`config.mk`:
```
export PLATFORM = sky130hd
export DESIGN_NAME = l2c_tag_array
export DESIGN_NICKNAME = d
export VERILOG_FILES = /design/src/common/l2c_pkg.sv /design/src/design/l2c_array/l2c_tag_array.sv
export VERILOG_INCLUDE_DIRS = /design/src /design/src/common
export SDC_FILE = /design/constraint.sdc
export NUM_CORES = 2
export LEC_CHECK = 0
export ABC_AREA = 1
export BUFFER_PORTS_ARGS = -buffer_cell sky130_fd_sc_hd__buf_4
export CAP_MARGIN = 0
export CORE_ASPECT_RATIO = 0.75
export CORE_MARGIN = 2
export CORE_UTILIZATION = 30
export DETAILED_ROUTE_END_ITERATION = 10
export PLACE_DENSITY_LB_ADDON = 0.1
export SYNTH_ARGS = -nofsm -noshare
export SYNTH_HDL_FRONTEND = slang
export SYNTH_SLANG_ARGS = --single-unit
export TNS_END_PERCENT = 50
```
`constraint.sdc`:
```
create_clock -name clk -period 9 [get_ports clk]
set_input_delay 0.45 -clock clk [delete_from_list [all_inputs] [get_ports clk]]
set_output_delay 0.45 -clock clk [all_outputs]
set_load 0.05 [all_outputs]
```
`src/common/l2c_defs.svh`:
```
`ifndef L2C_DEFS_SVH
`define L2C_DEFS_SVH

// address split: tag | index | offset
`define L2C_ADDR_W    32
`define L2C_WORD_W    32
`define L2C_OFFSET_W  4    // 16-byte lines
`define L2C_INDEX_W   4
`define L2C_TAG_W     24

// line geometry, also the memory bus width
`define L2C_LINE_W    128
`define L2C_WORDS     4

// organisation
`define L2C_SETS      16
`define L2C_WAYS      4
`define L2C_WAY_W     2

`endif

```
`src/common/l2c_pkg.sv`:
```
`include "l2c_defs.svh"

package l2c_pkg;

    typedef enum logic [2:0] {
        ST_IDLE,
        ST_LOOKUP,
        ST_OP,
        ST_CHECK_DIRTY,
        ST_WRITEBACK,
        ST_REFILL_REQ,
        ST_REFILL_WAIT
    } l2c_state_e;

    // maintenance ops
    typedef enum logic [1:0] {
        OP_INDEX_INV,
        OP_INDEX_WB_INV,
        OP_HIT_WB_INV
    } l2c_op_e;

    typedef logic [`L2C_ADDR_W-1:0]   addr_t;
    typedef logic [`L2C_WORD_W-1:0]   word_t;
    typedef logic [`L2C_LINE_W-1:0]   line_t;
    typedef logic [`L2C_TAG_W-1:0]    tag_t;
    typedef logic [`L2C_INDEX_W-1:0]  index_t;
    typedef logic [`L2C_OFFSET_W-1:0] offset_t;
    typedef logic [`L2C_WAY_W-1:0]    way_t;
    typedef logic [`L2C_WAYS-1:0]     way_mask_t;

endpackage

```
`src/design/l2c_array/l2c_tag_array.sv`:
```
`timescale 1ns/1ns
`include "l2c_defs.svh"

module l2c_tag_array import l2c_pkg::*; (
    input  logic      clk,
    input  logic      rstn,
    input  index_t    index_i,
    input  tag_t      tag_i,
    input  way_t      way_i,
    input  logic      fill_i,
    input  logic      fill_dirty_i,
    input  logic      set_dirty_i,
    input  logic      inv_i,
    output way_mask_t hit_o,
    output logic      dirty_o,
    output tag_t      victim_tag_o
);

    tag_t      tag_mem [`L2C_SETS][`L2C_WAYS];
    way_mask_t valid_q [`L2C_SETS];
    way_mask_t dirty_q [`L2C_SETS];

    ////////////////////////////////////////
    // lookup

    always_comb begin
        for (int w = 0; w < `L2C_WAYS; w++) begin
            hit_o[w] = valid_q[index_i][w] && (tag_mem[index_i][w] == tag_i);
        end
    end

    assign dirty_o      = dirty_q[index_i][way_i];
    assign victim_tag_o = tag_mem[index_i][way_i];   // for writeback address

    ////////////////////////////////////////
    // update

    always_ff @(posedge clk) begin
        if (fill_i) tag_mem[index_i][way_i] <= tag_i;
    end

    always_ff @(posedge clk) begin
        if (!rstn) begin
            for (int s = 0; s < `L2C_SETS; s++) begin
                valid_q[s] <= '0;
                dirty_q[s] <= '0;
            end
        end else if (fill_i) begin
            valid_q[index_i][way_i] <= 1'b1;
            dirty_q[index_i][way_i] <= fill_dirty_i;
        end else if (inv_i) begin
            valid_q[index_i][way_i] <= 1'b0;
            dirty_q[index_i][way_i] <= 1'b0;
        end else if (set_dirty_i) begin
            dirty_q[index_i][way_i] <= 1'b1;
        end
    end

endmodule

```
* Yosys cells after proc, flatten, opt, wreduce, memory -nomap -nowiden
Memories as Yosys holds them, arrays and structs flattened.
Cells that the tools add are included.
** Operators by class
- Bitwise logic cells :: 13
- Eq/ne operators :: 4
- Muxes and demuxes :: 41
- Magnitude comparators :: 4
- Reduce and logical (&&, ||, !) cells :: 8
** Operators by type and width (count)
- $eq 24x24->1 :: 4
- $mux 96 :: 1
- $mux 24 :: 3
- $bmux 24 s2 :: 1
- $demux 24 s2 :: 1
- $mux 4 :: 9
- $mux 1 :: 24
- $or 1x1->1 :: 12
- $reduce_or 4->1 :: 2
- $logic_and 1x1->1 :: 6
- $ge 3x3->1 const B :: 1
- $lt 2x3->1 const B :: 1
- $lt 3x1->1 const B :: 1
- $not 2->3 :: 1
- $bmux 1 s2 :: 1
- $demux 1 s2 :: 1
- $ge 2x1->1 const B :: 1
** Storage, ports and cells
- Bits in writable memories :: 1664
- Flip-flop bits (word level) :: 0
- Word-level logic and storage cells :: 73
- Memories kept :: 3
- Input port bits :: 36
** Memory list
- tag_mem :: words 16, bits a word 96, rd ports 1, clocked after Yosys merged registers in 0, wr ports 1, RTL line l2c_tag_array.sv:19 : tag_t tag_mem [`L2C_SETS][`L2C_WAYS];
- dirty_q :: words 16, bits a word 4, rd ports 1, clocked after Yosys merged registers in 0, wr ports 16, RTL line l2c_tag_array.sv:21 : way_mask_t dirty_q [`L2C_SETS];
- valid_q :: words 16, bits a word 4, rd ports 1, clocked after Yosys merged registers in 0, wr ports 16, RTL line l2c_tag_array.sv:20 : way_mask_t valid_q [`L2C_SETS];

* Longest topological paths before layout
- Word-level depth :: 9
- Depth in mapped cells :: 18
- Mapped depth without buffers :: 15

* Least setup slack after synthesis
OpenSTA, ideal clock, no wires.
- Kind :: input port to flip-flop
- From :: in index_i[0]
- To :: mem tag_mem[0][0] (netlist bit) (enable)
- Library setup time :: 405 ps
- Arrival :: 2755 ps
- Stages :: 10
- Setup slack :: 5840 ps
- Path buffers :: 5
- Path through :: buf_4 buf_2 nor2_1 buf_2 buf_4 inv_1 nor2_1 inv_1 buf_2 nor2_1
** RTL lines
- from (decl) :: RTL line l2c_tag_array.sv:7 : input index_t index_i,
- to (decl) :: RTL line l2c_tag_array.sv:19
No word-level cell before the write port.

* Worst setup path after layout
- From :: in index_i[0]
- To :: out hit_o[3]
** Between the ends
- Longest elaborated chain between the ends :: 3
- Elaborated cells on any way between the ends :: 4
- Classes of those cells :: eq/ne: 1; reduce/logical: 1; memory: 2
** RTL lines
- $mem_v2 16x96
- $eq 24x24->1 :: RTL line l2c_tag_array.sv:28 : hit_o[w] = valid_q[index_i][w] && (tag_mem[index_i][w] == tag_i);
- $logic_and 1x1->1 (*) :: RTL line l2c_tag_array.sv:28
- to (decl) :: RTL line l2c_tag_array.sv:14 : output way_mask_t hit_o,
Mark *: on every way between the ends. The rest lies on a longest branch, timed or not.

==> metrics.cfg <==
[logic_synthesis]
synthesis.area_mm2 = 0.07099
avgSynthCellArea_um2 = 10.29
synth_area_leaders = edfxtp_1, nand2_1, o21ai_0, nor2_1, buf_2
synth_cell_type_count = 31
ys.warnings.count = 0
synth_seq_area_share = 0.7039
synth_top_area_frac = 0.7039
yosysTopAreaCell = edfxtp_1
ys_seq_elements = 1664
syn_nets = 6936
syn_inst = 6900

[hold_path]
holdCritStartpoint = tag_i[19]
whs_endpoint = tag_mem[11][43]
min_path_type = input pin to register
hold_depth = 1

[routing]
finalWirelength_um = 269700
ant_nets = 0
avgViaCountPerCell = 4.869
wl_per_cell_um = 26.38
drc = 0
drt-initial-drc-count = 5523
num_vias = 49780
drt-pass1-iter-count = 6

[power_and_ir_drop]
p_leak_nw = 31.52
clkPwrFrac = 0.413
p_comb_frac = 0.084
power_density_mw_per_mm2 = 212.0
p_sw_w = 0.004356
pwr-share-seq = 0.503
peakVddDrop_uv = 132.9
switching_share = 0.2539
power.internal_w = 0.01280

[sta]
clock.fmax_mhz = 178.9
worst_slew_pin_slew_ns = 1.319
rsz0062_at_grt = false
setup_violations = 0
period_minus_slack_ns = 5.588
slew_viol_final = 0
hold_viol = 0
tns_ns = 0
fin_crit_sh = 0.6209
slew_headroom = 0.1198
fin_ws_ns = 3.412

[place]
pre_cts_slack_ns = 3.434
postPlaceCellArea_mm2 = 0.07539
dp.cells = 9884
place_congestion = 0.8831
hpwl_um = 157900
io_buffer_count = 64

[global_route]
grt_pass1_wl_um = 376600
grt_max_degree = 158
grt_pass1_vias = 46920
grt-ovfl-total = 0
grtUsageTotal = 0.2214
antenna_found_initial = 20

[floorplanning]
core_area_mm2 = 0.2351
die_area_mm2 = 0.2406
fp.dieW_um = 565.7
start_util = 0.3020
die_h_um = 425.3
num_rows = 154
ios = 65

[finish]
seqCellArea_mm2 = 0.04997
stdcell_area_mm2 = 0.08091
fin_cells = 10220
num-nets-final = 6999
drive_gt1_frac = 0.07805
fillers = 23780
area_growth_syn_to_layout_pct = 13.97
multi_input_area_mm2 = 0.01921
final_util = 0.3442

[run_status]
status = finished clean

[setup_path]
cp.required_ns = 8.55
crit_type = input pin to output port
critPathCaptureType = output port
critPathLaunchType = input pin
worstPathMaxFanout = 96
cp.arrival_ns = 5.14

[clocking]
cts_setup_buffers = 0
cts_resized = 0
cts_tree = built
numCtsBuffers = 188
clock-sinks = 1664
cts-root-buf = clkbuf_16
clkTransAtPathRegs_ns = 0.06
cts_buffer_depth = 4
cts-htree-levels = 4

[flow_run]
max-cap-violations = 0

## synthesized netlist by cell type, drive strengths merged
cell,number
nand2,3819
edfxtp,1664
nor2,272
o21ai,268
buf,213
clkbuf,151
nand3,148
inv,110
nor3,91
a21oi,50
a22oi,32
nand4,31
o221ai,13
o22a,13
o22ai,9
o211ai,4
or2,4
clkinv,3
o21a,2
o31ai,2
nand3b,1
## through the flow
step           total power [W]  hold slack [ns]
2_1_floorplan         0.009479           0.5489
3_3_place_gp           0.01023           0.8724
3_5_place_dp           0.01023           0.8640
4_1_cts                0.01732         0.003417
5_1_grt                0.01770          0.03355
6_report               0.01716          0.05696
## metal layers
| metal | GRT usage | part of all wire | vias up | routed length, µm |
|---|---|---|---|---|
| li1 | - | - | 23070 | - |
| met1 | 0.3309 | 0.48 | 24660 | 128300 |
| met2 | 0.3290 | 0.43 | 1678 | 115900 |
| met3 | 0.03684 | 0.067 | 370 | 18040 |
| met4 | 0.06050 | 0.028 | 4 | 7508 |
| met5 | 0 | 0.000078 | - | 21 |
## how the worst max path moves through the flow
stage                     startpoint       endpoint  slack (ns)  depth (start not counted)
final                     index_i[0]       hit_o[3]        3.41                         16
after global routing      index_i[0]       hit_o[3]        3.28                         15
after CTS                 index_i[0]       hit_o[3]        3.43                         15
after detailed placement  index_i[0]       hit_o[3]        3.43                         15
after global placement    index_i[0]       hit_o[3]        3.39                         15
after floorplan           index_i[0]  tag_mem[0][0]        5.84                         10
## flip-flops by register name, summed over array words and instances, names as in the netlist
signal   flops
valid_q     64
tag_mem   1536
dirty_q     64
## what timing repair did
action                                  CTS  global route
hold endpoints to repair                 91             0
endpoints found under the setup margin    0             0
hold buffers                              8             0
## power groups by stage
stage                     clock, W  combinational [W]  sequential (W)
final                      0.00709            0.00144         0.00863
after global routing       0.00753            0.00154         0.00863
after CTS                  0.00725            0.00144         0.00863
after detailed placement         0            0.00144         0.00879
after global placement           0            0.00144         0.00879
after floorplan                  0           0.000692         0.00879
## worst max-delay path: stages
cell,delay (ns)
buf_8,0.37
inv_8,0.35
buf_4,0.47
buf_4,0.42
nand2_1,0.15
a21oi_1,0.06
o21ai_0,0.48
nand2_1,0.21
nor2_1,0.25
nand2_1,0.08
nand2_1,0.20
nand2_1,0.09
nor2_1,0.12
nand3_1,0.18
nor2_1,0.62
buf_4,0.32
## cell families (layout without fill, tap and decap cells)
| kind of cell | after synthesis | count (layout) | share of synthesized area |
|---|---|---|---|
| compound gates | 393 | 393 | 0.03086 |
| buf+inv | 477 | 675 | 0.02869 |
| flops | 1664 | 1664 | 0.7039 |
| other cells | 0 | 5 | 0 |
| simple gates | 4366 | 4366 | 0.2365 |
## cell type report
cell class,instances,share of cell area
Sequential cell,1664,0.6176
Clock buffer,235,0.06033
Clock inverter,90,0.006588
Antenna cell,5,0.0001546
Multi-Input combinational cell,4759,0.2374
Timing Repair Buffer,237,0.02413
Tap cell,3120,0.04825
Inverter,113,0.005552
## layout by cell type (no fill, tap or decap), types with 3 or more instances in the layout
master	n
or2_2	4
o22ai_1	9
inv_6	5
o22a_1	13
buf_4	216
clkbuf_1	47
nand2_1	3818
o21ai_1	15
nor3_1	91
inv_1	94
a22oi_1	32
clkbuf_16	188
o21ai_0	250
nand3_1	148
clkinv_1	51
nor2_4	12
bufinv_16	3
o221ai_1	13
o21ai_2	3
diode_2	5
clkinv_2	31
clkinv_8	3
nor2_1	202
nand4_1	31
a21oi_1	49
buf_12	11
edfxtp_1	1664
o211ai_1	4
dlygate4sd3_1	8
inv_2	10
nor2_2	58
No activity file was read; power rests on OpenSTA's default activity.
