**src/common/l2c_defs.svh**
```systemverilog
`ifndef L2C_DEFS_SVH
`define L2C_DEFS_SVH

// address split: tag | index | offset
`define L2C_ADDR_W    32
`define L2C_WORD_W    32
`define L2C_OFFSET_W  4    // 16-byte lines
`define L2C_INDEX_W   4
`define L2C_TAG_W     24

// line geometry, also the memory bus width
`define L2C_LINE_W    128
`define L2C_WORDS     4

// organisation
`define L2C_SETS      16
`define L2C_WAYS      4
`define L2C_WAY_W     2

`endif

```
**src/common/l2c_pkg.sv**
```systemverilog
`include "l2c_defs.svh"

package l2c_pkg;

    typedef enum logic [2:0] {
        ST_IDLE,
        ST_LOOKUP,
        ST_OP,
        ST_CHECK_DIRTY,
        ST_WRITEBACK,
        ST_REFILL_REQ,
        ST_REFILL_WAIT
    } l2c_state_e;

    // maintenance ops
    typedef enum logic [1:0] {
        OP_INDEX_INV,
        OP_INDEX_WB_INV,
        OP_HIT_WB_INV
    } l2c_op_e;

    typedef logic [`L2C_ADDR_W-1:0]   addr_t;
    typedef logic [`L2C_WORD_W-1:0]   word_t;
    typedef logic [`L2C_LINE_W-1:0]   line_t;
    typedef logic [`L2C_TAG_W-1:0]    tag_t;
    typedef logic [`L2C_INDEX_W-1:0]  index_t;
    typedef logic [`L2C_OFFSET_W-1:0] offset_t;
    typedef logic [`L2C_WAY_W-1:0]    way_t;
    typedef logic [`L2C_WAYS-1:0]     way_mask_t;

endpackage

```
**src/design/l2c_plru.sv**
```systemverilog
`timescale 1ns/1ns
`include "l2c_defs.svh"

module l2c_plru import l2c_pkg::*; (
    input  logic   clk,
    input  logic   rstn,
    input  index_t index_i,
    input  logic   touch_i,
    input  way_t   touch_way_i,
    output way_t   victim_o
);

    // [0] root, [1] ways 0/1, [2] ways 2/3
    logic [2:0] tree_q [`L2C_SETS];
    logic [2:0] cur;

    assign cur = tree_q[index_i];

    // bits point toward the older half
    assign victim_o = cur[0] ? {1'b1, cur[2]} : {1'b0, cur[1]};

    always_ff @(posedge clk) begin
        if (!rstn) begin
            for (int s = 0; s < `L2C_SETS; s++) begin
                tree_q[s] <= '0;
            end
        end else if (touch_i) begin
            tree_q[index_i][0] <= ~touch_way_i[1];
            if (touch_way_i[1]) tree_q[index_i][2] <= ~touch_way_i[0];
            else tree_q[index_i][1] <= ~touch_way_i[0];
        end
    end

endmodule

```
**config.mk**
```make
export PLATFORM = sky130hd
export DESIGN_NAME = l2c_plru
export DESIGN_NICKNAME = d
export VERILOG_FILES = /design/src/common/l2c_pkg.sv /design/src/design/l2c_plru.sv
export VERILOG_INCLUDE_DIRS = /design/src /design/src/common
export SDC_FILE = /design/constraint.sdc
export NUM_CORES = 1
export LEC_CHECK = 0
export BUFFER_PORTS_ARGS = -buffer_cell sky130_fd_sc_hd__buf_2
export CORE_MARGIN = 8
export CORE_UTILIZATION = 45
export CTS_BUF_LIST = sky130_fd_sc_hd__clkbuf_2
export CTS_CLUSTER_SIZE = 40
export DETAILED_ROUTE_END_ITERATION = 8
export PLACE_DENSITY_LB_ADDON = 0.05
export REMOVE_ABC_BUFFERS = 1
export SLEW_MARGIN = 20
export SYNTH_ARGS = -nofsm -noshare
export SYNTH_HDL_FRONTEND = slang
export SYNTH_SLANG_ARGS = --single-unit
export TNS_END_PERCENT = 50
```
**constraint.sdc**
```tcl
create_clock -name clk -period 1.8 [get_ports clk]
set_input_delay 0.09 -clock clk [delete_from_list [all_inputs] [get_ports clk]]
set_output_delay 0.09 -clock clk [all_outputs]
set_load 0.1 [all_outputs]
```
Word-level counts from Yosys, hierarchy flattened
Memory sizes are Yosys's and may differ from the RTL's.
Cells that the tools add are included.
{ "op_classes": {"reduce_logical": 1, "bitwise_logic": 2, "n_mux": 16} }
{ "op_table": {"columns": ["op", "count"], "rows": [
  ["$mux W1", 12],
  ["$mux W3", 2],
  ["$mux W4", 1],
  ["$reduce_or A3 Y1", 1],
  ["$mux W2", 1],
  ["$not A1 Y1", 2]
]} }
{ "totals": {"regBits": 0, "word_cells": 20, "output_inout_bits": 2, "mem_bits_rw": 48, "mem_count": 1, "inputBits": 9} }
{ "mem_list": {"columns": ["memory", "words", "width", "rd", "rd_clocked_by_memory_dff", "write_ports", "line", "source"], "rows": [
  ["tree_q", 16, 3, 1, 0, 16, "l2c_plru.sv:14", "logic [2:0] tree_q [`L2C_SETS];"]
]} }

Longest topological paths before layout
Gate-level depths: netlist of run 1.
{ "depth": {"word_depth": 6, "mapped_depth": 6, "mapped_depth_nobuf": 4} }

Worst setup path after synthesis of run 1
Ideal clock, no wire load.
{ "synth_timing": {"path_kind": "register -> output", "from": "memory tree_q[3][0]", "to": "output port victim_o[0]", "slack_ns": -0.385, "required_time_ns": 1.710, "stages_incl_launch_ff": 5, "arrival_ns": 2.095, "cell_sequence": "edfxtp_1 -> mux4_2 -> a22oi_2 -> nand3_2 -> mux2_4"} }
{ "synth_between": {"elab_chain_len": 2} }
{ "synth_rtl": {"columns": ["item", "line", "source"], "rows": [
  ["start: declaration", "l2c_plru.sv:14", null],
  ["$mem_v2 Z16 W3", null, null],
  ["$mux W2", "l2c_plru.sv:20", "assign victim_o = cur[0] ? {1'b1, cur[2]} : {1'b0, cur[1]};"],
  ["end: declaration", "l2c_plru.sv:10", "output way_t victim_o"]
]} }
Every way passes these cells.

Worst setup path in the final report of run 1
{ "layout_timing": {"from": "memory tree_q[0][1]", "to": "output port victim_o[0]"} }
Same word-level chain as after synthesis.

==> impl_results.md, run 1 <==
* Crit path arrival time at roughly 2200 ps
* Max incr delay on CP at 530 ps
* CP bufs+invs at 1
* Unrepaired setup endpoints after global routing: true
* Slew Limit Fails at 0
* Crit path capture type: output port
* Final Cycle Share at 127%
* Worst rel slew slack at 68.0%
* Final TNS setup at -796 ps
* Most frequent cells in the layout: edfxtp_1 (48), nor2_1 (36), nand2_1 (32), o21ai_0 (32), nor3_1 (18)
* FMAX at about 0.44 GHz
* Post-Syn Instances at around 220
* CTS Buffer Depth at 2
* Clk root buf: clkbuf_2
* Yosys reg bits at 48
* Worst vdd ir at 0.390 mV
* CP required at about 1700 ps
* Worst Setup Slack, final at -487 ps
* Vias in the first global route at approximately 1.7k
* Io pins at 11
* CP Max Fanout at 1
* Pwr dens at between 700 and 800 nW/um^2
* DRT iter0 DRCs at 130
* Fin. Hold Viols at 0
* Effective utilization at floorplan at 45.8%
* Routability cong. at 0.783
* Finished Core Util at 49.6%
* Cell Area, Placed at 2630 um^2
* Per-cell routed wire length at about 17 um
* Layout Area Growth over Synthesis at 8.45%
* Commonest non-fill, non-tap cell in the layout: edfxtp_1
* H-tree depth at 2
* Port Buffer Count at 10
* Antenna Cells at 0
* Post-CTS Setup Inserts at 0
* Final number of setup-violating endpoints at 2
* CP cell instances: mux4_1 > a22oi_1 > nand3_1 > mux2_4 > buf_12
* Max reg flops at 48
* Grt ovf at 0
* Die ar. at 8130 um^2
* Top delay family on crit path: multiplexers
* Clock buffer count from CTS at 5
* GRT Total Usage at 13.4%
* Largest registers: tree_q (48)
* Worst-margin pin slew at 479 ps
* Fin nets at 239
* CTS sink cnt at 48
* Die span in x at 90.1 um
* Yosys warnings at 0
* Post-route ant nets at 0
* Largest net degree at the start of global routing at 32
* Clock-pin slew on the worst setup and hold paths at 240 ps
* Status: complete, but fails checks
* Element type at the critical path start: flip-flop
* Routed WL at 5.20 mm
* Total of max-cap violations at 0
* Setup CP Type: reg -> out
* Core Region at 5410 um^2
* Wire length of the first global-routing pass at ~8.7 mm
* Routed vias/inst at 5.58
* Finished layout cell area at around 2700 um^2
* Min cycle time layout at 2290 ps
* Vias at 1686
* Syn Std Cell Area at 2470 um^2
* TritonCTS clock tree: built
* Drt first pass iters at 4
* Biggest register: tree_q
* Place WS at -159 ps
* Mean cell area of the mapped netlist at 11.2 um^2
* Num rows at 27
* Slowest CP cell: mux4_1
* Failing checks: negative setup slack
* Remaining DRCs at 0
* Die H at 90.1 um
* Initial antenna violation count at 0
* Detailed Place HPWL at 3.72 mm
* Cell variety after synth at 18
* Share of cells above drive strength 1 at around 17%
* Pleak at 0.933 nW
* Seq/Total Area, Yosys at 58.3%
* Worst hold path type: in -> reg
* Final-layout fill cell count at 494
==> final timing paths <==
check,startpoint,to,slack (ps),cells past startpoint
setup / recovery,tree_q[0][1]$_SDFFCE_PN0P_,victim_o[0],-490,5
hold / removal,touch_way_i[1],tree_q[12][0]$_SDFFCE_PN0P_,80,2
==> synth_stat cells <==
cell / count / share of area [%]
nor2b_1: 4 / 1.0
mux4_1: 5 / 5.3
nand3_1: 10 / 2.0
inv_1: 2 / 0.30
nand3_2: 1 / 0.40
edfxtp_1: 48 / 58
buf_2: 2 / 0.40
a22oi_2: 1 / 0.51
mux4_2: 7 / 6.4
a22oi_1: 2 / 0.61
nand2_1: 32 / 4.9
mux2_4: 1 / 0.61
o21ai_0: 32 / 6.5
nor3_1: 18 / 3.6
nor2_1: 36 / 5.5
clkbuf_1: 17 / 2.6
buf_6: 2 / 0.91
nand2b_1: 1 / 0.25
==> routing by layer <==
metal	track usage [%]	routed length, um	vias to the layer above	part of all wire (%)
li1	-	-	815	-
met2	22.5	2590	34	50
met5	0	0	-	0
met3	2.91	213	6	4.1
met1	16.9	2350	831	45
met4	3.74	56	0	1.1
==> per-stage QoR <==
step / hold WS, ps / instances / power, W
global route: 62.9 / 302 / 0.00213
finish: 80.7 / 302 / 0.00206
floorplan: 254 / 200 / 0.00151
CTS: 75.0 / 302 / 0.00206
global placement: 505 / 295 / 0.00165
detailed placement: 520 / 295 / 0.00166
==> layout make-up <==
type	instances	area, um^2	share of cell area [%]
repair buffers	23	178	6.62
multi-input cells	150	933	34.8
clock buffers	5	25.0	0.933
clock inverters	2	7.51	0.280
well taps	72	90.1	3.36
inverters	2	7.51	0.280
flip-flops and latches	48	1440	53.7
==> power by group <==
part	switching [W]	internal, W
clock	0.000336	0.0000801
sequential	0.0000164	0.00129
combinational	0.000208	0.000133
total	0.000560	0.00150
==> cell families after synthesis <==
logic type | after synthesis | share of synthesized area (%)
buffers and inverters | 23 | 4.20
AND/OR/NAND/NOR | 102 | 17.7
AO/OA/AOI/OAI | 35 | 7.59
multiplexers | 13 | 12.3
flip-flops | 48 | 58.3
==> repair_timing <==
item                                    CTS  global route
resized for setup                         4             1
endpoints found under the setup margin    2             2
pin swaps                                 0             0
hold buffers                              0             0
No activity file was read; power rests on OpenSTA's default activity.
==> run 2: changes to the inputs <==
--- a/config.mk
+++ b/config.mk
@@ -7,6 +7,7 @@
 export NUM_CORES = 1
 export LEC_CHECK = 0
 export BUFFER_PORTS_ARGS = -buffer_cell sky130_fd_sc_hd__buf_2
+export CORE_ASPECT_RATIO = 1.25
 export CORE_MARGIN = 8
 export CORE_UTILIZATION = 45
 export CTS_BUF_LIST = sky130_fd_sc_hd__clkbuf_2
==> constraint.sdc (replaced) <==
create_clock -name clk -period 1.8 [get_ports clk]
set_input_delay 0.09 -clock clk [delete_from_list [all_inputs] [get_ports clk]]
set_output_delay 0.09 -clock clk [all_outputs]
set_load 0.01 [all_outputs]
==> run 2 against run 1 <==
The flow still finishes with violations (negative setup slack); sequential power about the same; final cell count down 4.0%; maximum frequency up 5.9%; flip-flop and latch count unchanged; critical path type unchanged; critical endpoint unchanged; clock power up 5%; sequential share of layout area up 1.2 points; via count down 0.65%; setup slack better by 130 ps; global-route usage up 0.39 points; hold slack better by 14 ps; routed wire length down 0.42%.
==> impl_results.md, run 2 (synthesized netlist as in run 1, its figures left out) <==
* Status: complete, but fails checks
* Failing checks: negative setup slack
* Slew Limit Fails at 0 (unchanged)
* Largest net degree at the start of global routing at 48 (+50%)
* Per-cell routed wire length at 17.9 um (+3.7%)
* Core Region at 5370 um^2 (-0.69%)
* TritonCTS clock tree: built
* Pleak at 0.908 nW (-2.8%)
* Met3 routed WL at 250 um (+17%)
* Element type at the critical path start: flip-flop
* CTS Buffer Depth at 2 (unchanged)
* Most frequent cells in the layout: edfxtp_1 (48), nor2_1 (36), nand2_1 (32), o21ai_0 (32), nor3_1 (18)
* Crit path capture type: output port
* Worst Setup Slack, final at -360 ps (+127 ps)
* Grt ovf at 0 (unchanged)
* Crit path arrival time at 2070 ps (-130 ps)
* Io pins at 11 (unchanged)
* Worst-margin pin slew at 498 ps (+18.5 ps)
* Hold Path Stages at 2 (unchanged)
* M1 wire length at 2.22 mm (-5.3%)
* Fin nets at 234 (-2.1%)
* H-tree depth at 2 (unchanged)
* Die ar. at 8140 um^2 (+0.19%)
* Clock-pin slew on the worst setup and hold paths at 220 ps (-20 ps)
* Num rows at 30 (+11%)
* Hold_sp: touch_way_i[1]
* Worst hold path type: in -> reg
* Routed vias/inst at 5.78 (+3.5%)
* Clk root buf: clkbuf_2
* DRT iter0 DRCs at 240 (+85%)
* Clock buffer count from CTS at 5 (unchanged)
* Worst rel slew slack at 66.6% (-1.5 points)
* Detailed Place HPWL at 3.64 mm (-1.9%)
* Fin. Hold Viols at 0 (unchanged)
* CP Max Fanout at 2 (+1)
* Max reg flops at 48 (unchanged)
* Routability cong. at 0.719 (-8.1%)
* Layout Area Growth over Synthesis at 6.12%
* GRT Total Usage at 13.8% (+0.39 points)
* Cell Area, Placed at 2560 um^2 (-2.7%)
* Setup CP Type: reg -> out
* Setup crit start: tree_q[1][0]$_SDFFCE_PN0P_
* Remaining DRCs at 0 (unchanged)
* Antenna Cells at 0 (unchanged)
* Vias in the first global route at 1662 (-4.5%)
* Largest registers: tree_q (48)
* Worst vdd ir at 0.500 mV (+28%)
* Biggest register: tree_q
* FMAX at 0.463 GHz (+5.9%)
* Final Cycle Share at 120% (-7.0 points)
* Place WS at -33.5 ps (+126 ps)
* Post-route ant nets at 0 (unchanged)
* Pwr dens at 758 nW/um^2 (-1.3%)
* Share of cells above drive strength 1 at 15.9% (-1.0 points)
* Top routing layer in use: met4
* Total of max-cap violations at 0 (unchanged)
* CP required at 1710 ps (about the same)
* Wire length of the first global-routing pass at 8.49 mm (-2.7%)
* Final number of setup-violating endpoints at 2 (unchanged)
* Port Buffer Count at 10 (unchanged)
* CTS sink cnt at 48 (unchanged)
* Finished layout cell area at 2630 um^2 (-2.1%)
* Commonest non-fill, non-tap cell in the layout: edfxtp_1
* Initial antenna violation count at 0 (unchanged)
* Die span in x at 82.3 um (-8.7%)
* Min cycle time layout at 2160 ps (-127 ps)
* Post-CTS Setup Inserts at 0 (unchanged)
* Final TNS setup at -443 ps (+353 ps)
* Final-layout fill cell count at 496 (+0.40%)
* Drt first pass iters at 4 (unchanged)
* Die H at 98.9 um (+9.7%)
* Unrepaired setup endpoints after global routing: true
* Hold endpoint: tree_q[6][0]$_SDFFCE_PN0P_
* Met2 WL at 2.65 mm (+2.5%)
* Vias at 1675 (-0.65%)
* Routed WL at 5.18 mm (-0.42%)
* Effective utilization at floorplan at 46.1% (+0.32 points)
run 2: cell type report:
cell class | instances | area [um^2] | area share, %
Clock buffer | 7 | 35.0 | 1.33
Clock inverter | 1 | 3.75 | 0.143
Inverter | 2 | 7.51 | 0.286
Multi-Input combinational cell | 150 | 938 | 35.7
Sequential cell | 48 | 1440 | 54.9
Tap cell | 64 | 80.1 | 3.05
Timing Repair Buffer | 18 | 119 | 4.53
run 2: critical path: stages, from the launching register on:
cell and delay (ps):
edfxtp_1 430, mux4_2 480, a22oi_2 220, nand3_2 110, mux2_4 310, buf_6 120
run 2: stage by stage:
step                      cells  total power (W)  hold WS (ps)  util (%)
after floorplan             200          0.00145           254         -
after global placement      281          0.00157           445      47.7
after detailed placement    281          0.00158           447      47.7
after CTS                   290          0.00200          94.0      48.7
after global routing        290          0.00207           101      48.9
final                       290          0.00199          94.6      48.9
run 2: worst max-delay path by stage:
stage	to	depth (start not counted)
floorplan	victim_o[0]	4
global placement	victim_o[0]	6
detailed placement	victim_o[0]	7
CTS	victim_o[0]	5
global route	victim_o[0]	5
finish	victim_o[0]	5
run 2: where the power goes:
part           switching, W  internal (W)
Combinational      0.000143      0.000106
Sequential        0.0000191       0.00129
Clock              0.000331      0.000104
run 2: timing repair:
action                                  CTS  global route
resized for setup                         1             2
pin swaps                                 0             0
hold endpoints to repair                  1             0
hold buffers                              1             0
endpoints found under the setup margin    2             2
run 2: metal layers:
metal  vias to the layer above  global-route usage (%)
met5                         -                       0
met4                         0                    3.66
met3                         5                    3.19
met2                        33                    22.6
met1                       826                    17.4
li1                        811                       -
