### src/common/l2c_defs.svh
`ifndef L2C_DEFS_SVH
`define L2C_DEFS_SVH

// address split: tag | index | offset
`define L2C_ADDR_W    32
`define L2C_WORD_W    32
`define L2C_OFFSET_W  4    // 16-byte lines
`define L2C_INDEX_W   4
`define L2C_TAG_W     24

// line geometry, also the memory bus width
`define L2C_LINE_W    128
`define L2C_WORDS     4

// organisation
`define L2C_SETS      16
`define L2C_WAYS      4
`define L2C_WAY_W     2

`endif

### src/common/l2c_pkg.sv
`include "l2c_defs.svh"

package l2c_pkg;

    typedef enum logic [2:0] {
        ST_IDLE,
        ST_LOOKUP,
        ST_OP,
        ST_CHECK_DIRTY,
        ST_WRITEBACK,
        ST_REFILL_REQ,
        ST_REFILL_WAIT
    } l2c_state_e;

    // maintenance ops
    typedef enum logic [1:0] {
        OP_INDEX_INV,
        OP_INDEX_WB_INV,
        OP_HIT_WB_INV
    } l2c_op_e;

    typedef logic [`L2C_ADDR_W-1:0]   addr_t;
    typedef logic [`L2C_WORD_W-1:0]   word_t;
    typedef logic [`L2C_LINE_W-1:0]   line_t;
    typedef logic [`L2C_TAG_W-1:0]    tag_t;
    typedef logic [`L2C_INDEX_W-1:0]  index_t;
    typedef logic [`L2C_OFFSET_W-1:0] offset_t;
    typedef logic [`L2C_WAY_W-1:0]    way_t;
    typedef logic [`L2C_WAYS-1:0]     way_mask_t;

endpackage

### src/design/l2c_ctrl/l2c_ctrl.sv
`timescale 1ns/1ns
`include "l2c_defs.svh"

module l2c_ctrl import l2c_pkg::*; (
    input  logic      clk,
    input  logic      rstn,
    input  logic      req_i,
    input  logic      we_i,
    input  addr_t     addr_i,
    input  word_t     wdata_i,
    input  logic      op_i,
    input  l2c_op_e   op_code_i,
    input  addr_t     op_addr_i,
    input  logic      mem_addr_ok_r_i,
    input  logic      mem_addr_ok_w_i,
    input  logic      mem_data_ok_i,
    input  way_mask_t hit_i,
    input  logic      dirty_i,
    input  tag_t      victim_tag_i,
    input  way_t      plru_victim_i,
    output logic      addr_ok_o,
    output logic      data_ok_o,
    output logic      op_ack_o,
    output logic      mem_req_r_o,
    output logic      mem_req_w_o,
    output logic      mem_rdy_o,
    output addr_t     mem_addr_o,
    output index_t    index_o,
    output tag_t      tag_o,
    output offset_t   offset_o,
    output word_t     wdata_o,
    output way_t      way_o,
    output logic      fill_o,
    output logic      fill_dirty_o,
    output logic      set_dirty_o,
    output logic      inv_o,
    output logic      data_we_o,
    output logic      refill_sel_o,
    output logic      merge_o,
    output logic      touch_o
);

    l2c_state_e state, next_state;

    // request buffer
    logic    buf_op;
    l2c_op_e buf_op_code;
    logic    buf_we;
    addr_t   buf_addr;
    word_t   buf_wdata;
    way_t    buf_way;        // way being worked on after lookup / op

    logic    hit;
    way_t    hit_way;

    function automatic way_t onehot_to_way(way_mask_t m);
        way_t w;
        w = '0;
        for (int i = `L2C_WAYS - 1; i >= 0; i--) begin
            if (m[i]) w = way_t'(i);   // lowest set way wins
        end
        return w;
    endfunction

    assign hit     = |hit_i;
    assign hit_way = onehot_to_way(hit_i);

    assign offset_o = buf_addr[`L2C_OFFSET_W-1:0];
    assign index_o  = buf_addr[`L2C_OFFSET_W +: `L2C_INDEX_W];
    assign tag_o    = buf_addr[`L2C_ADDR_W-1 -: `L2C_TAG_W];
    assign wdata_o  = buf_wdata;

    // victim line address while writing back, else the buffered line
    assign mem_addr_o = (state == ST_WRITEBACK) ?
                        {victim_tag_i, index_o, {`L2C_OFFSET_W{1'b0}}} :
                        {tag_o, index_o, {`L2C_OFFSET_W{1'b0}}};

    ////////////////////////////////////////
    // state register and buffer

    always_ff @(posedge clk) begin
        if (!rstn) begin
            state  <= ST_IDLE;
            buf_op <= 1'b0;
        end else begin
            state <= next_state;
            if (state == ST_IDLE) begin
                if (op_i) buf_op <= 1'b1;
                else if (req_i) buf_op <= 1'b0;
            end
        end
    end

    always_ff @(posedge clk) begin
        if (state == ST_IDLE) begin
            if (op_i) begin
                buf_addr    <= op_addr_i;
                buf_op_code <= op_code_i;
            end else if (req_i) begin
                buf_addr  <= addr_i;
                buf_we    <= we_i;
                buf_wdata <= wdata_i;
            end
        end
        if (state == ST_LOOKUP && !hit) buf_way <= plru_victim_i;
        else if (state == ST_OP) buf_way <= way_o;
    end

    ////////////////////////////////////////
    // next state and strobes

    always_comb begin
        next_state   = state;
        addr_ok_o    = 1'b0;
        data_ok_o    = 1'b0;
        op_ack_o     = 1'b0;
        mem_req_r_o  = 1'b0;
        mem_req_w_o  = 1'b0;
        mem_rdy_o    = 1'b0;
        way_o        = buf_way;
        fill_o       = 1'b0;
        fill_dirty_o = 1'b0;
        set_dirty_o  = 1'b0;
        inv_o        = 1'b0;
        data_we_o    = 1'b0;
        refill_sel_o = 1'b0;
        merge_o      = 1'b0;
        touch_o      = 1'b0;
        case (state)
            ST_IDLE: begin
                if (op_i) begin
                    next_state = ST_OP;     // ops go first
                end else if (req_i) begin
                    addr_ok_o  = 1'b1;
                    next_state = ST_LOOKUP;
                end
            end
            ST_LOOKUP: begin
                way_o = hit_way;
                if (hit) begin
                    data_ok_o   = 1'b1;
                    touch_o     = 1'b1;
                    data_we_o   = buf_we;
                    merge_o     = buf_we;
                    set_dirty_o = buf_we;
                    next_state  = ST_IDLE;
                end else begin
                    next_state = ST_CHECK_DIRTY;
                end
            end
            ST_OP: begin
                op_ack_o = 1'b1;
                way_o    = (buf_op_code == OP_HIT_WB_INV) ? hit_way :
                           way_t'(buf_addr[`L2C_WAY_W-1:0]);
                case (buf_op_code)
                    OP_INDEX_INV: begin
                        inv_o      = 1'b1;
                        next_state = ST_IDLE;
                    end
                    OP_INDEX_WB_INV: next_state = ST_CHECK_DIRTY;
                    OP_HIT_WB_INV:   next_state = hit ? ST_CHECK_DIRTY : ST_IDLE;
                    default:         next_state = ST_IDLE;
                endcase
            end
            ST_CHECK_DIRTY: begin
                if (dirty_i) begin
                    next_state = ST_WRITEBACK;
                end else if (buf_op) begin
                    inv_o      = 1'b1;     // clean line, just drop it
                    next_state = ST_IDLE;
                end else begin
                    next_state = ST_REFILL_REQ;
                end
            end
            ST_WRITEBACK: begin
                mem_req_w_o = 1'b1;
                if (mem_addr_ok_w_i) begin
                    inv_o      = buf_op;
                    next_state = buf_op ? ST_IDLE : ST_REFILL_REQ;
                end
            end
            ST_REFILL_REQ: begin
                mem_req_r_o = 1'b1;
                if (mem_addr_ok_r_i) next_state = ST_REFILL_WAIT;
            end
            ST_REFILL_WAIT: begin
                mem_rdy_o = 1'b1;
                if (mem_data_ok_i) begin
                    // write-allocate merge in the fill cycle
                    refill_sel_o = 1'b1;
                    data_we_o    = 1'b1;
                    fill_o       = 1'b1;
                    fill_dirty_o = buf_we;
                    merge_o      = buf_we;
                    touch_o      = 1'b1;
                    data_ok_o    = 1'b1;
                    next_state   = ST_IDLE;
                end
            end
            default: next_state = ST_IDLE;
        endcase
    end

endmodule

### config.mk
export PLATFORM = sky130hd
export DESIGN_NAME = l2c_ctrl
export DESIGN_NICKNAME = d
export VERILOG_FILES = /design/src/common/l2c_pkg.sv /design/src/design/l2c_ctrl/l2c_ctrl.sv
export VERILOG_INCLUDE_DIRS = /design/src /design/src/common
export SDC_FILE = /design/constraint.sdc
export NUM_CORES = 1
export LEC_CHECK = 0
export ABC_AREA = 0
export BUFFER_PORTS_ARGS = -buffer_cell sky130_fd_sc_hd__buf_2
export CAP_MARGIN = 20
export CELL_PAD_IN_SITES_DETAIL_PLACEMENT = 0
export CELL_PAD_IN_SITES_GLOBAL_PLACEMENT = 1
export CORE_MARGIN = 5
export CORE_UTILIZATION = 25
export DETAILED_ROUTE_END_ITERATION = 10
export HOLD_SLACK_MARGIN = 0.1
export MAX_ROUTING_LAYER = met4
export PLACE_DENSITY_LB_ADDON = 0.25
export SETUP_SLACK_MARGIN = 0.5
export SLEW_MARGIN = 20
export SYNTH_ARGS = -nofsm -noshare
export SYNTH_HDL_FRONTEND = slang
export SYNTH_SLANG_ARGS = --single-unit
export TNS_END_PERCENT = 1
### constraint.sdc
create_clock -name clk -period 2.2 [get_ports clk]
set_input_delay 0.22 -clock clk [delete_from_list [all_inputs] [get_ports clk]]
set_output_delay 0.22 -clock clk [all_outputs]
set_load 0.03 [all_outputs]
After elaboration in Yosys (flattened, before gate mapping)
Cells that the tools add are included.
{ "classes": {"eq_ne": 12, "muxes": 46, "n_reduce_logical": 11, "bitwise": 1} }
{ "ops": {"columns": ["cell", "count"], "rows": [
  ["$mux W32", 3],
  ["$mux W3", 7],
  ["$pmux W3 S7", 1],
  ["$mux W1", 20],
  ["$mux W2", 9],
  ["$eq A3 B3 Y1 const B", 3],
  ["$pmux W2 S2", 2],
  ["$eq A3 B2 Y1 const B", 2],
  ["$ne A2 B2 Y1 const B", 3],
  ["$pmux W1 S2", 3],
  ["$reduce_and A2 Y1", 2],
  ["$reduce_and A4 Y1", 1],
  ["$reduce_bool A2 Y1", 2],
  ["$reduce_or A4 Y1", 1],
  ["$eq A3 B1 Y1 const B", 1],
  ["$logic_not A3 Y1", 1],
  ["$ne A3 B3 Y1 const B", 1],
  ["$pmux W1 S3", 1],
  ["$reduce_and A3 Y1", 1],
  ["$eq A2 B1 Y1 const B", 1],
  ["$eq A2 B2 Y1 const B", 1],
  ["$logic_not A2 Y1", 1],
  ["$logic_and A1 B1 Y1", 1],
  ["$logic_not A1 Y1", 1],
  ["$not A1 Y1", 1]
]} }
{ "word_totals": {"elab_cells": 77, "register_bits": 73, "inputBits": 137} }

Depth between registers and ports, before layout
{ "depth": {"word_depth": 8, "mapped_depth": 6, "mapped_depth_nobuf": 6} }

Worst setup path after synthesis
No wires, ideal clock.
{ "synth_timing": {"path_type": "register to register", "from": "register state[0]", "to": "register buf_we (enable)", "required_time_ns": 1.796, "stages_incl_launch_ff": 4, "path_buffers": 1, "arrival_time_ns": 1.804, "period_less_slack_ns": 2.208, "setup_slack_ns": -0.008, "path_cell_list": "dfxtp_1 -> buf_2 -> nor3_2 -> and3b_1"} }
{ "synth_between": {"elab_chain_cells": 2} }
{ "synth_lines": {"columns": ["element", "line_no", "source"], "rows": [
  ["start, declared", "l2c_ctrl.sv:43", "l2c_state_e state, next_state;"],
  ["start signal, assigned", "l2c_ctrl.sv:86", "state <= next_state;"],
  ["$logic_not A3 Y1", "l2c_ctrl.sv:95", "if (state == ST_IDLE) begin"],
  ["$reduce_and A3 Y1 (no line)", null, null],
  ["end signal, assigned", "l2c_ctrl.sv:101", "buf_we <= we_i;"],
  ["end, declared", "l2c_ctrl.sv:48", "logic buf_we;"]
]} }
No other way between the ends.
A chain may end at the register's enable or synchronous reset.

Final worst setup path
{ "layout_timing": {"from": "register state[1]", "to": "output port mem_addr_o[12]"} }
{ "layout_between": {"elab_chain_cells": 2} }
{ "layout_lines": {"columns": ["element", "line_no", "source"], "rows": [
  ["$eq A3 B3 Y1", "l2c_ctrl.sv:74", "assign mem_addr_o = (state == ST_WRITEBACK) ?"],
  ["$mux W32", "l2c_ctrl.sv:74", null],
  ["end, declared", "l2c_ctrl.sv:27", "output addr_t mem_addr_o,"]
]} }
No other way between the ends.

==> results.sh <==
export IMPL_status="completed"
export IMPL_clk_path_buf_depth=2
export IMPL_drv_cap=0
export IMPL_synthArstFlopShare_pct=0
export IMPL_core_area_um2=13700
export IMPL_grt_pass1_wl_um=16700
export IMPL_p_leak_nw=2.75
export IMPL_grt_max_degree=29
export IMPL_syn_cell_area_um2=3460
export IMPL_tightest_slew_ps=528
export IMPL_antenna_found_initial=0
export IMPL_vias=3032
export IMPL_post_layout_nonfiller_instances=711
export IMPL_start_util_pct=25.2
export IMPL_seq_area_frac_synth_pct=62.2
export IMPL_met3_usage_pct=2.63
export IMPL_maxSlewViolCount=0
export IMPL_rr_worst_depth=6
export IMPL_drt_pass1_iter_count=4
export IMPL_wl_per_cell_um=16.3
export IMPL_synth_edf_count=69
export IMPL_area_growth_synth_to_final_pct=74.1
export IMPL_finalCritPeriodShare_pct=91.4
export IMPL_critical_path_class="reg -> out"
export IMPL_grt_ovfl_total=0
export IMPL_regArea_um2=2160
export IMPL_die_x_um=128
export IMPL_hpwl_um=8430
export IMPL_worst_setup_path_end_kind="output pin"
export IMPL_yosys_warnings=0
export IMPL_critical_path_arrival_ps=1790
export IMPL_drt_wl_total_um=11600
export IMPL_diodes=0
export IMPL_post_synth_top_area_fraction_pct=59.9
export IMPL_multi_input_area_um2=1260
export IMPL_cts_buffers=9
export IMPL_place_congestion=0.786
export IMPL_finalHoldViolCount=0
export IMPL_drt_iter0_drc=79
export IMPL_synthTopCellsByArea="edfxtp_1 (60%), mux2_2 (17%), buf_4 (2.6%), dfxtp_1 (2.3%), mux2_1 (1.6%)"
export IMPL_clkTransAtPathRegs_ps=60
export IMPL_cts_tree="yes"
export IMPL_synth_cell_types=45
export IMPL_met1_usage_pct=15.5
export IMPL_die_h_um=128
export IMPL_fillCellCount=1301
export IMPL_htreeDepth=3
export IMPL_grt_pass1_vias=3236
export IMPL_fmax_mhz=497
export IMPL_cts_root_buffer="clkbuf_16"
export IMPL_antenna_left=0
export IMPL_synth_seq_cells=73
export IMPL_synth_common_cells="edfxtp_1 (69), mux2_2 (51), buf_4 (12)"
export IMPL_hold_depth=3
export IMPL_min_period_ps=2010
export IMPL_dp_cells=642
export IMPL_drc_errors=0
export IMPL_setup_violations=0
export IMPL_synth_top_flop_cell="edfxtp_1"
export IMPL_num_rows=43
export IMPL_cp_max_fo=7
export IMPL_grt_busiest_layer="met2"
export IMPL_clock_sinks=73
export IMPL_hold_class="in -> reg"
export IMPL_clock_latency_ps=340
export IMPL_ir_drop_uv=404
export IMPL_cp_start_kind="flip-flop"
export IMPL_grt_usage_pct=13.7
export IMPL_drt_vias_per_instance=4.26
export IMPL_drive_above_1_share_pct=67.6
export IMPL_io_buffers=244
export IMPL_floorplan_die_area_um2=16300
export IMPL_io_pins=249
export IMPL_post_route_util_pct=43.9
export IMPL_rsz0062_at_grt="true"
export IMPL_tns_ps=0
export IMPL_required_ps=1980
export IMPL_finClkSkew_ps=7.22
export IMPL_syn_inst=230
export IMPL_synth_avg_cell_area_um2=15.0
export IMPL_grt_util_met2_pct=23.3
export IMPL_slew_headroom_pct=64.4
export IMPL_synth_area_leader_cell="edfxtp_1"
export IMPL_power_density_nw_per_um2=879
export IMPL_yosysMostFrequentCell="edfxtp_1"
export IMPL_fin_nets=666
-- worst max-delay path: stages, from the launching register on --
cell	delay (ps)
dfxtp_2	330
buf_8	130
nor3b_4	220
buf_12	170
clkbuf_16	160
mux2_4	300
buf_6	140
-- area by class of cell --
class / instances / area share, %
clock buffer: 9 / 3.74
multi-input combinational: 129 / 20.9
sequential: 73 / 35.9
clock inverter: 7 / 1.39
tap: 180 / 3.74
timing repair buffer: 303 / 33.7
inverter: 10 / 0.623
-- where the power goes --
group	internal [mW]	switching, mW
combinational	0.819	1.09
clock	0.900	0.628
sequential	1.76	0.0900
-- registers in the layout (all words and copies together) (netlist names) --
register,count
buf_addr,32
buf_op,1
buf_op_code,2
buf_way,2
buf_we,1
state,3
wdata_o,32
-- worst paths after layout --
check             slack, ps       startpoint             end
setup / recovery        190         state[1]  mem_addr_o[12]
hold / removal          160  mem_addr_ok_r_i        state[0]
hold reg to reg         560         state[2]        state[2]
setup reg to reg        400         state[1]     wdata_o[17]
-- kinds of logic (layout without fill, tap and decap cells) --
logic type               Yosys count  count (layout)  share of synthesized area, %
buffers and inverters             31             329                          5.32
other                              1               4                         0.108
multiplexers                      59              59                          19.1
AND/OR/NAND/NOR                   38              38                          6.44
adder cells (fa/ha/maj)            3               3                          1.09
flip-flops                        73              73                          62.2
AO/OA/AOI/OAI                     25              25                          5.72
-- per-stage QoR --
| stage | total power, mW | setup WS [ps] | hold WS, ps | instance area [um2] |
|---|---|---|---|---|
| 6_report | 5.29 | 190 | 163 | 6020 |
| 5_1_grt | 5.54 | 113 | 160 | 6020 |
| 4_1_cts | 5.17 | 90.2 | 146 | 5710 |
| 3_5_place_dp | 3.42 | 382 | 398 | 4860 |
| 3_3_place_gp | 3.41 | 419 | 396 | 4860 |
| 2_1_floorplan | 2.91 | 368 | 319 | 3470 |
-- cell usage in the layout (no fill, tap or decap), drive strengths merged, types with 3 or more instances in the layout --
cell / count
buf: 267
edfxtp: 69
mux2: 56
dlygate4sd3: 35
inv: 14
clkbuf: 10
nand2: 9
o21ai: 7
conb: 4
nor2: 4
dfxtp: 4
mux2i: 3
nor2b: 3
nand3: 3
ha: 3
a21oi: 3
-- per-layer routing --
layer,routed length [um],vias to the layer above
li1,-,1444
met1,4600,1440
met2,6050,119
met3,576,29
met4,389,0
met5,0,-
-- repair_timing --
| item | CTS | global route |
|---|---|---|
| gates resized for setup | 35 | 65 |
| pin swaps | 1 | 4 |
| buffers inserted | 3 | 12 |
| hold buffers | 35 | 0 |
| endpoints found under the setup margin | 68 | 97 |
| cloned | 2 | 1 |
| hold endpoints to repair | 35 | 0 |
Note: power is estimated with default switching activity, not from simulation.
